[src/source/mpu_defs.svh]
`ifndef MPU_DEFS_SVH
`define MPU_DEFS_SVH

// Instruction memory
`define MPU_IADDR_W 16
`define MPU_INSTR_W 48

// Data path and host address width
`define MPU_DATA_W 64

// Register file geometry
`define MPU_REG_N 16
`define MPU_RIDX_W 4

// Immediate field, zero-extended into the data path
`define MPU_IMM_W 32

`endif

[src/source/mpu_pkg.sv]
package mpu_pkg;

  // Opcodes, top 4 bits of the instruction word
  typedef enum logic [3:0] {
    OP_NOP  = 4'd0,
    OP_LDI  = 4'd1,
    OP_ADD  = 4'd2,
    OP_XOR  = 4'd3,
    OP_AND  = 4'd4,
    OP_LD   = 4'd5,
    OP_BNE  = 4'd6,
    OP_JMP  = 4'd7,
    OP_IRQ  = 4'd8,
    OP_HALT = 4'd9
  } mpu_opcode_e;

  // Sequencer states
  typedef enum logic [2:0] {
    S_FETCH,
    S_EXECUTE,
    S_WAIT_MEM,
    S_WAIT_USER,
    S_HALTED
  } mpu_state_e;

endpackage

[src/source/mpu_if.sv]
`include "mpu_defs.svh"

// Decoded instruction fields, combinational from the fetched word
interface mpu_op_if;
  import mpu_pkg::*;

  mpu_opcode_e             op;
  logic [`MPU_RIDX_W-1:0]  rd;
  logic [`MPU_RIDX_W-1:0]  ra;
  logic [`MPU_RIDX_W-1:0]  rb;
  logic [`MPU_IMM_W-1:0]   imm;

  modport decoder (
    output op, rd, ra, rb, imm
  );

  modport execution (
    input op, rd, ra, rb, imm
  );
endinterface

// Register file access, two async reads and one clocked write
interface mpu_reg_if;
  logic [`MPU_RIDX_W-1:0] ra_idx;
  logic [`MPU_RIDX_W-1:0] rb_idx;
  logic [`MPU_DATA_W-1:0] ra_data;
  logic [`MPU_DATA_W-1:0] rb_data;
  logic [`MPU_RIDX_W-1:0] w_idx;
  logic [`MPU_DATA_W-1:0] w_data;
  logic                   we;

  modport master (
    output ra_idx, rb_idx, w_idx, w_data, we,
    input  ra_data, rb_data
  );

  modport regfile (
    input  ra_idx, rb_idx, w_idx, w_data, we,
    output ra_data, rb_data
  );
endinterface

[src/source/mpu_decoder.sv]
`include "mpu_defs.svh"

module mpu_decoder (
  input  logic [`MPU_INSTR_W-1:0] instr,
  mpu_op_if.decoder               op_bus
);
  import mpu_pkg::*;

  // Field layout, from bit 47 down: opcode, rd, ra, rb, imm
  localparam int OPC_W  = $bits(mpu_opcode_e);
  localparam int OPC_HI = `MPU_INSTR_W - 1;
  localparam int RD_HI  = OPC_HI - OPC_W;
  localparam int RA_HI  = RD_HI - `MPU_RIDX_W;
  localparam int RB_HI  = RA_HI - `MPU_RIDX_W;

  logic [OPC_W-1:0] op_raw;

  assign op_raw = instr[OPC_HI -: OPC_W];

  // Register indices
  assign op_bus.rd = instr[RD_HI -: `MPU_RIDX_W];
  assign op_bus.ra = instr[RA_HI -: `MPU_RIDX_W];
  assign op_bus.rb = instr[RB_HI -: `MPU_RIDX_W];

  // Immediate sits in the low bits
  assign op_bus.imm = instr[`MPU_IMM_W-1:0];

  // Codes past HALT are undefined and run as NOP
  always_comb begin
    case (op_raw)
      OP_NOP,
      OP_LDI,
      OP_ADD,
      OP_XOR,
      OP_AND,
      OP_LD,
      OP_BNE,
      OP_JMP,
      OP_IRQ,
      OP_HALT: begin
        op_bus.op = mpu_opcode_e'(op_raw);
      end
      default: begin
        op_bus.op = OP_NOP;
      end
    endcase
  end

endmodule

[src/source/mpu_execution.sv]
`include "mpu_defs.svh"

module mpu_execution (
  input  logic                    sys_clk,
  input  logic                    reset,

  // Decoded instruction and register file
  mpu_op_if.execution             op_bus,
  mpu_reg_if.master               regs,

  // Instruction fetch address
  output logic [`MPU_IADDR_W-1:0] i_addr,

  // Host memory read handshake
  output logic [`MPU_DATA_W-1:0]  hm_addr,
  output logic                    hm_start,
  input  logic [`MPU_DATA_W-1:0]  hm_data,
  input  logic                    hm_en,

  // User interrupt handshake
  output logic                    user_irq,
  output logic [`MPU_DATA_W-1:0]  user_data,
  input  logic                    user_en
);
  import mpu_pkg::*;

  mpu_state_e             state;
  logic [`MPU_IADDR_W-1:0] pc;
  logic [`MPU_RIDX_W-1:0]  wait_rd;

  logic [`MPU_DATA_W-1:0]  imm_ext;
  logic [`MPU_DATA_W-1:0]  alu_result;
  logic                    writes_rd;
  logic                    branch_taken;
  logic [`MPU_IADDR_W-1:0] target;

  assign i_addr = pc;

  assign imm_ext = {{(`MPU_DATA_W - `MPU_IMM_W){1'b0}}, op_bus.imm};
  assign target  = op_bus.imm[`MPU_IADDR_W-1:0];

  // Operand fetch straight from the decoded fields
  assign regs.ra_idx = op_bus.ra;
  assign regs.rb_idx = op_bus.rb;

  // ALU, ADD wraps at 64 bits
  always_comb begin
    writes_rd = 1'b1;
    case (op_bus.op)
      OP_LDI: alu_result = imm_ext;
      OP_ADD: alu_result = regs.ra_data + regs.rb_data;
      OP_XOR: alu_result = regs.ra_data ^ regs.rb_data;
      OP_AND: alu_result = regs.ra_data & regs.rb_data;
      default: begin
        alu_result = '0;
        writes_rd  = 1'b0;
      end
    endcase
  end

  assign branch_taken = (op_bus.op == OP_JMP) ||
                        ((op_bus.op == OP_BNE) && (regs.ra_data != regs.rb_data));

  // Write port, host data lands at the acknowledge edge
  always_comb begin
    if (state == S_WAIT_MEM) begin
      regs.w_idx  = wait_rd;
      regs.w_data = hm_data;
      regs.we     = hm_en;
    end else begin
      regs.w_idx  = op_bus.rd;
      regs.w_data = alu_result;
      regs.we     = (state == S_EXECUTE) && writes_rd;
    end
  end

  // Sequencer and program counter
  always_ff @(posedge sys_clk) begin
    if (reset) begin
      state    <= S_FETCH;
      pc       <= '0;
      hm_start <= 1'b0;
      user_irq <= 1'b0;
    end else begin
      case (state)
        S_FETCH: begin
          state <= S_EXECUTE;
        end
        S_EXECUTE: begin
          case (op_bus.op)
            OP_LD: begin
              state    <= S_WAIT_MEM;
              hm_start <= 1'b1;
            end
            OP_IRQ: begin
              state    <= S_WAIT_USER;
              user_irq <= 1'b1;
            end
            OP_HALT: begin
              // pc stays on the HALT word
              state <= S_HALTED;
            end
            default: begin
              state <= S_FETCH;
              pc    <= branch_taken ? target : pc + 1'b1;
            end
          endcase
        end
        S_WAIT_MEM: begin
          if (hm_en) begin
            state    <= S_FETCH;
            hm_start <= 1'b0;
            pc       <= pc + 1'b1;
          end
        end
        S_WAIT_USER: begin
          if (user_en) begin
            state    <= S_FETCH;
            user_irq <= 1'b0;
            pc       <= pc + 1'b1;
          end
        end
        S_HALTED: begin
          state <= S_HALTED;
        end
        default: begin
          state <= S_FETCH;
        end
      endcase
    end
  end

  // Request payloads, held for the whole wait
  always_ff @(posedge sys_clk) begin
    if (state == S_EXECUTE) begin
      wait_rd <= op_bus.rd;
      if (op_bus.op == OP_LD) begin
        hm_addr <= regs.ra_data;
      end
      if (op_bus.op == OP_IRQ) begin
        user_data <= regs.ra_data;
      end
    end
  end

endmodule

[src/source/mpu_registers.sv]
`include "mpu_defs.svh"

module mpu_registers (
  input logic        sys_clk,
  input logic        reset,
  mpu_reg_if.regfile regs
);

  logic [`MPU_DATA_W-1:0] mem [`MPU_REG_N];

  // Both read ports are combinational
  assign regs.ra_data = mem[regs.ra_idx];
  assign regs.rb_data = mem[regs.rb_idx];

  // Single write port, all registers cleared on reset
  always_ff @(posedge sys_clk) begin
    if (reset) begin
      for (int i = 0; i < `MPU_REG_N; i++) begin
        mem[i] <= '0;
      end
    end else if (regs.we) begin
      mem[regs.w_idx] <= regs.w_data;
    end
  end

endmodule

[src/source/mpu_top.sv]
`include "mpu_defs.svh"

module mpu_top (
  // System
  input  logic                    sys_clk,
  input  logic                    reset,

  // Synchronous instruction memory
  output logic [`MPU_IADDR_W-1:0] i_addr,
  input  logic [`MPU_INSTR_W-1:0] i_data,

  // Interrupts to the user
  output logic                    user_irq,
  output logic [`MPU_DATA_W-1:0]  user_data,
  input  logic                    user_en,

  // Host memory under check, acknowledged by hm_en
  output logic [`MPU_DATA_W-1:0]  hm_addr,
  output logic                    hm_start,
  input  logic [`MPU_DATA_W-1:0]  hm_data,
  input  logic                    hm_en
);

  mpu_op_if  op_bus ();
  mpu_reg_if reg_bus ();

  // Field extraction
  mpu_decoder decoder (
    .instr  (i_data),
    .op_bus (op_bus.decoder)
  );

  // Sequencer, ALU and outside handshakes
  mpu_execution execution (
    .sys_clk   (sys_clk),
    .reset     (reset),
    .op_bus    (op_bus.execution),
    .regs      (reg_bus.master),
    .i_addr    (i_addr),
    .hm_addr   (hm_addr),
    .hm_start  (hm_start),
    .hm_data   (hm_data),
    .hm_en     (hm_en),
    .user_irq  (user_irq),
    .user_data (user_data),
    .user_en   (user_en)
  );

  // General purpose registers
  mpu_registers registers (
    .sys_clk (sys_clk),
    .reset   (reset),
    .regs    (reg_bus.regfile)
  );

endmodule

[config.mk]
export PLATFORM = sky130hd
export DESIGN_NAME = mpu_top
export DESIGN_NICKNAME = d
export VERILOG_FILES = /design/src/source/mpu_pkg.sv /design/src/source/mpu_if.sv /design/src/source/mpu_decoder.sv /design/src/source/mpu_execution.sv /design/src/source/mpu_registers.sv /design/src/source/mpu_top.sv
export VERILOG_INCLUDE_DIRS = /design/src /design/src/source
export SDC_FILE = /design/constraint.sdc
export NUM_CORES = 2
export LEC_CHECK = 0
export ABC_AREA = 0
export BUFFER_PORTS_ARGS = -buffer_cell sky130_fd_sc_hd__buf_2
export CORE_ASPECT_RATIO = 0.5
export CORE_MARGIN = 2
export CORE_UTILIZATION = 40
export CTS_BUF_LIST = sky130_fd_sc_hd__clkbuf_4 sky130_fd_sc_hd__clkbuf_8
export CTS_CLUSTER_DIAMETER = 30
export CTS_CLUSTER_SIZE = 14
export DETAILED_ROUTE_END_ITERATION = 10
export PLACE_DENSITY = 0.57
export SYNTH_ARGS = -nofsm -noshare
export SYNTH_HDL_FRONTEND = slang
export SYNTH_SLANG_ARGS = --single-unit
export TNS_END_PERCENT = 100
[constraint.sdc]
create_clock -name sys_clk -period 16.6 [get_ports sys_clk]
set_input_delay 0.83 -clock sys_clk [delete_from_list [all_inputs] [get_ports sys_clk]]
set_output_delay 0.83 -clock sys_clk [all_outputs]
set_load 0.01 [all_outputs]
* After elaboration in Yosys (flattened, before gate mapping)
Memories as Yosys holds them, arrays and structs flattened.
Index checks and enable logic that the tools add are counted.
** Word-level totals
- Flip-flop bits (word level) :: 153
- RAM bits :: 1024
- Logic and storage cells :: 87
- Output and inout bits :: 146
- Memories :: 1
- Bits of input ports :: 116
** Memories
- registers.mem :: words 16, bits a word 64, read ports 2, clocked after Yosys merged registers in 0, write ports 16, RTL line mpu_registers.sv:9 : logic [`MPU_DATA_W-1:0] mem [`MPU_REG_N];
** Operators by class
- Add/sub/neg operators :: 2
- Bitwise logic cells :: 2
- Multiplexer cells :: 29
- Eq/ne operators :: 28
- Reduce and logical (&&, ||, !) cells :: 18
** Operator list (count)
- 64-bit one-hot mux with 4 select lines :: 1
- 64-bit 2-to-1 mux :: 2
- 64-bit adder :: 1
- 64-bit AND :: 1
- 16-bit 2-to-1 mux :: 4
- 64-bit inequality test :: 1
- 64-bit OR reduction :: 1
- 64-bit bitwise XOR :: 1
- 16-bit one-hot mux with 3 select lines :: 1
- 4-bit by 3-bit == test with 1-bit output, second input constant :: 8
- 16-bit by 1-bit adder with 16-bit output, second input constant :: 1
- 4-bit by 2-bit == test with 1-bit output, second input constant :: 4
- 4-bit == test, second input constant :: 4
- 3-bit one-hot mux with 5 select lines :: 1
- 1-bit 2-to-1 mux :: 12
- 4-bit 2-to-1 mux :: 3
- 2-bit inequality test, second input constant :: 5
- 10-bit OR reduction :: 1
- 3-bit one-hot mux with 3 select lines :: 1
- 4-bit by 1-bit == test with 1-bit output, second input constant :: 2
- 3-bit by 2-bit == test with 1-bit output, second input constant :: 2
- 3-bit 2-to-1 mux :: 2
- 2-bit AND reduction :: 3
- 3-bit AND reduction :: 2
- 12 further kinds :: 15

* Depth between registers and ports, before layout
- Depth after elaboration :: 13
- Gate-level depth with buffers :: 20

* Modules after synthesis
A second synthesis with hierarchy kept.
** Second synthesis, totals
- Cells, all modules :: 4633
- Area, all modules :: 64478.1 um^2
** By module, submodules not included
- mpu_registers :: times used 1, area an instance 53049.6 um^2, cells each 3337
- mpu_execution :: times used 1, area an instance 11061.9 um^2, cells each 1247
- mpu_decoder :: times used 1, area an instance 366.6 um^2, cells each 49

* Least setup slack after synthesis
No wires, ideal clock.
- Path kind :: input -> register
- From :: input port i_data[36]
- To :: memory registers.mem[0][46] in the netlist's numbering, data pin
- Path slack :: 10.223 ns
- Required time :: 16.334 ns
- Cell stages on the path :: 18
- Path buffers :: 5
- Setup time :: 0.266 ns
- Arrival time :: 6.111 ns
- Cell sequence :: clkbuf_1 > clkbuf_1 > buf_1 > mux4_2 > mux4_2 > ha_1 > buf_2 > and4_1 > or3b_1 > a21oi_2 > o31ai_4 > o311a_4 > o41ai_2 > a31oi_1 > xnor2_1 > a222oi_1 > buf_4 > nor2_1
** RTL lines
- from (decl) :: RTL line mpu_top.sv:10 : input logic [`MPU_INSTR_W-1:0] i_data,
- to (decl) :: RTL line mpu_registers.sv:9

==> reports/results.md <==
| Result | Value |
|:---|:---|
| Outcome | finished clean |
| ANT nets after route | 0 |
| Count of buffers from port buffering | 261 |
| Worst vdd rail ir drop | 54.9 uV |
| Total power divided by cell area | 108 nW/um^2 |
| Routed vias/inst | 6.55 |
| CTS Root Cell | clkbuf_8 |
| Wire length of the first global-routing pass | 326 mm |
| Max-capacitance violation count | 0 |
| Setup crit end kind | flip-flop |
| Pin count of the biggest net entering global routing | 86 |
| Vias | 43900 |
| Proportion of register bits with asynchronous set or reset after synthesis | 0% |
| Synth area leaders | edfxtp_1 56%, mux4_2 23%, nor2_1 6.8% |
| DIE AREA | 158000 um^2 |
| Layout-stage area growth over the synthesis result | 12.5% |
| CTS Sinks | 1177 |
| Area taken by multi-input logic gates | 25400 um^2 |
| Total Routed Length | 236 mm |
| Layout cell share with drive strength beyond 1 | 30.5% |
| Utilization after layout | 45.2% |
| Placed wire-length estimate after detailed placement | 141 mm |
| Sequential cell area fraction in the yosys report | 56.7% |
| Layout Skew | 0.0909 ns |
| Type of element launching the critical path | input port |
| Die height | 282 um |
| Fill cell count | 13600 |
| Library cell with the highest instance count after synthesis | edfxtp_1 |
| Placeable Area | 154000 um^2 |
| Final-layout setup total negative slack | 0 ns |
| Antenna violations before repair | 22 |
| Gr usage total | 29.3% |
| Postcts setup bufs | 0 |
| Top FF cell, synth | edfxtp_1 |
| RePlAce Congestion | 1.04 |
| Upper clock frequency limit | 137 MHz |
| Skew-Pair Late Insertion Delay | 0.95 ns |
| Unrepaired setup endpoints after global routing | no |
| Combined area of all synthesized cells | 61900 um^2 |
| CTS tree | built |
| Post-layout instance area | 69700 um^2 |
| Routed wire length per instance | 35.1 um |
| Most frequent cells after synthesis | 1156 x edfxtp_1, 1120 x nor2_1, 640 x mux4_2 |
| Min-delay worst type | in2reg |
| Die Width | 560 um |
| Syn Nets | 4510 |
| Worst slew margin relative to its limit | 11.5% |
| Router iterations before antenna repair | 6 |
| DRC violations left | 0 |
| Clock buffers created by TritonCTS | 191 |
| Cell taking the most area after synthesis | edfxtp_1 |
| Yosys top cell area share | 56.1% |
| Final hold viol count | 0 |
| CP Max Fanout | 85 |
| Worst-case clock buffer depth | 4 |
| Area taken by flip-flops and latches | 35100 um^2 |
| Yosys synthesis warning count | 0 |
| Max-slew violation total from the final report | 0 |
| Mean post-synth cell area | 14.3 um^2 |
| Leakage component of the power | 23.4 nW |
| Data arrival at the endpoint of the critical path | 7.91 ns |
| Number of failing setup endpoints in the final timing report | 0 |
| Worst Path Class, Setup | in2reg |
| H-tree depth reported by CTS | 4 |
| Flip-flop and latch count after synthesis | 1177 |
| Endpoint required time on the critical path | 17.24 ns |
| Nets | 4654 |
| Top Ports | 262 |
| Starting utilization of the core area | 40.1% |
| Number of global-route vias before repair | 43100 |
| Number of buffers added to fix hold violations after cts | 0 |
| Cell area after placement | 65400 um^2 |
| Number of distinct standard cells referenced by the synthesized netlist | 87 |
| Total congestion overflow | 0 |
| Final period utilization | 43.8% |
| Initial DRC count | 6684 |
| Clock transition time at the flip-flop clock pins of the worst setup and hold paths | 0.08 ns |
| Final worst path period need | 7.28 ns |
| Synthesized instance count | 4328 |
| Site row count | 102 |
| Actual transition at the worst max-transition pin | 1.32 ns |
| Resized cells post-CTS | 0 |
| Count of flip-flops with a built-in enable after synthesis | 1156 |
==> report_power, final <==
part / switching (mW) / total (mW) / internal, mW
logic: 0.776 / 1.19 / 0.416
clock network: 1.38 / 2.93 / 1.55
registers: 0.0469 / 3.41 / 3.36
total: 2.20 / 7.52 / 5.33
==> path summary, 6_finish.rpt <==
path                       from                    to  slack, ns  depth (start not counted)
min                  i_data[40]  execution.wait_rd[0]       0.14                          1
max                  i_data[36]  registers.mem[5][51]       9.32                         14
max reg2reg  execution.state[2]  registers.mem[6][44]      10.18                          9
min reg2reg  execution.hm_start    execution.hm_start       0.47                          2
==> routing by layer <==
| layer | GRT usage [%] | up-vias | part of all wire (%) |
|---|---|---|---|
| li1 | - | 17200 | - |
| met1 | 40.6 | 22800 | 38 |
| met2 | 44.8 | 3372 | 45 |
| met3 | 7.28 | 562 | 13 |
| met4 | 11.4 | 10 | 3.9 |
| met5 | 0 | - | 0.028 |
==> state kept, by name, summed over array words and instances, names as in the netlist <==
name,flops
registers.mem,1024
execution.user_irq,1
execution.wait_rd,4
execution.state,3
execution.hm_addr,64
execution.user_data,64
execution.hm_start,1
execution.i_addr,16
==> worst max-delay path: stages <==
cell and delay (ns):
buf_8 0.55, buf_12 0.54, buf_4 0.90, mux4_2 0.60
mux4_2 0.53, ha_1 0.48, nand4_1 0.20, a311oi_1 0.70
o2111a_1 0.45, nor2_1 0.11, o31ai_1 0.41, a21oi_1 0.28
o21ai_1 0.97, nor2_1 0.09
==> kinds of logic (layout without fill, tap and decap cells) <==
logic type      after synthesis  after routing  synth area share [%]
simple gates               1469           1469                  9.72
flops                      1177           1177                  56.7
mux                         653            653                  23.5
compound gates              470            470                  5.17
buf+inv                     443            737                  2.83
fa+ha+maj                    66             66                  1.35
xor+xnor                     50             50                 0.707
other cells                   0              9                     0
==> area by class of cell <==
type,instances,area share [%]
inverter,24,0.133
tap,2080,3.73
antenna,9,0.0323
timing repair buffer,370,3.17
clock inverter,139,2.22
sequential,1177,50.4
clock buffer,204,3.91
multi-input combinational,2708,36.4
==> per-stage QoR <==
step	hold slack, ns	cells	setup slack, ns	power [mW]
after CTS	0.103	6702	9.35	7.51
after global placement	0.450	6359	8.49	4.62
final	0.137	6711	9.32	7.52
after detailed placement	0.458	6359	8.38	4.63
after floorplan	0.481	4328	10.22	4.20
after global routing	0.135	6710	8.79	7.72
==> cell usage in the layout (no fill, tap or decap), types with 18 or more instances in the layout <==
| cell type | count |
|---|---|
| xor2_1 | 21 |
| a221oi_1 | 19 |
| nand4_1 | 32 |
| edfxtp_1 | 1156 |
| clkinv_2 | 24 |
| bufinv_16 | 25 |
| a21oi_1 | 132 |
| nor2_1 | 1118 |
| xnor2_1 | 29 |
| nor4_1 | 24 |
| buf_2 | 253 |
| o21ai_1 | 27 |
| a21o_1 | 39 |
| buf_4 | 109 |
| nor3_1 | 41 |
| dfxtp_1 | 21 |
| clkinv_1 | 21 |
| inv_6 | 33 |
| o21a_1 | 18 |
| nand2_1 | 117 |
| a222oi_1 | 33 |
| and3_1 | 18 |
| o21ai_0 | 74 |
| nand3_1 | 26 |
| inv_1 | 23 |
| mux4_2 | 640 |
| clkbuf_8 | 191 |
| clkinvlp_4 | 19 |
| ha_1 | 65 |
Note: power is estimated with default switching activity, not from simulation.
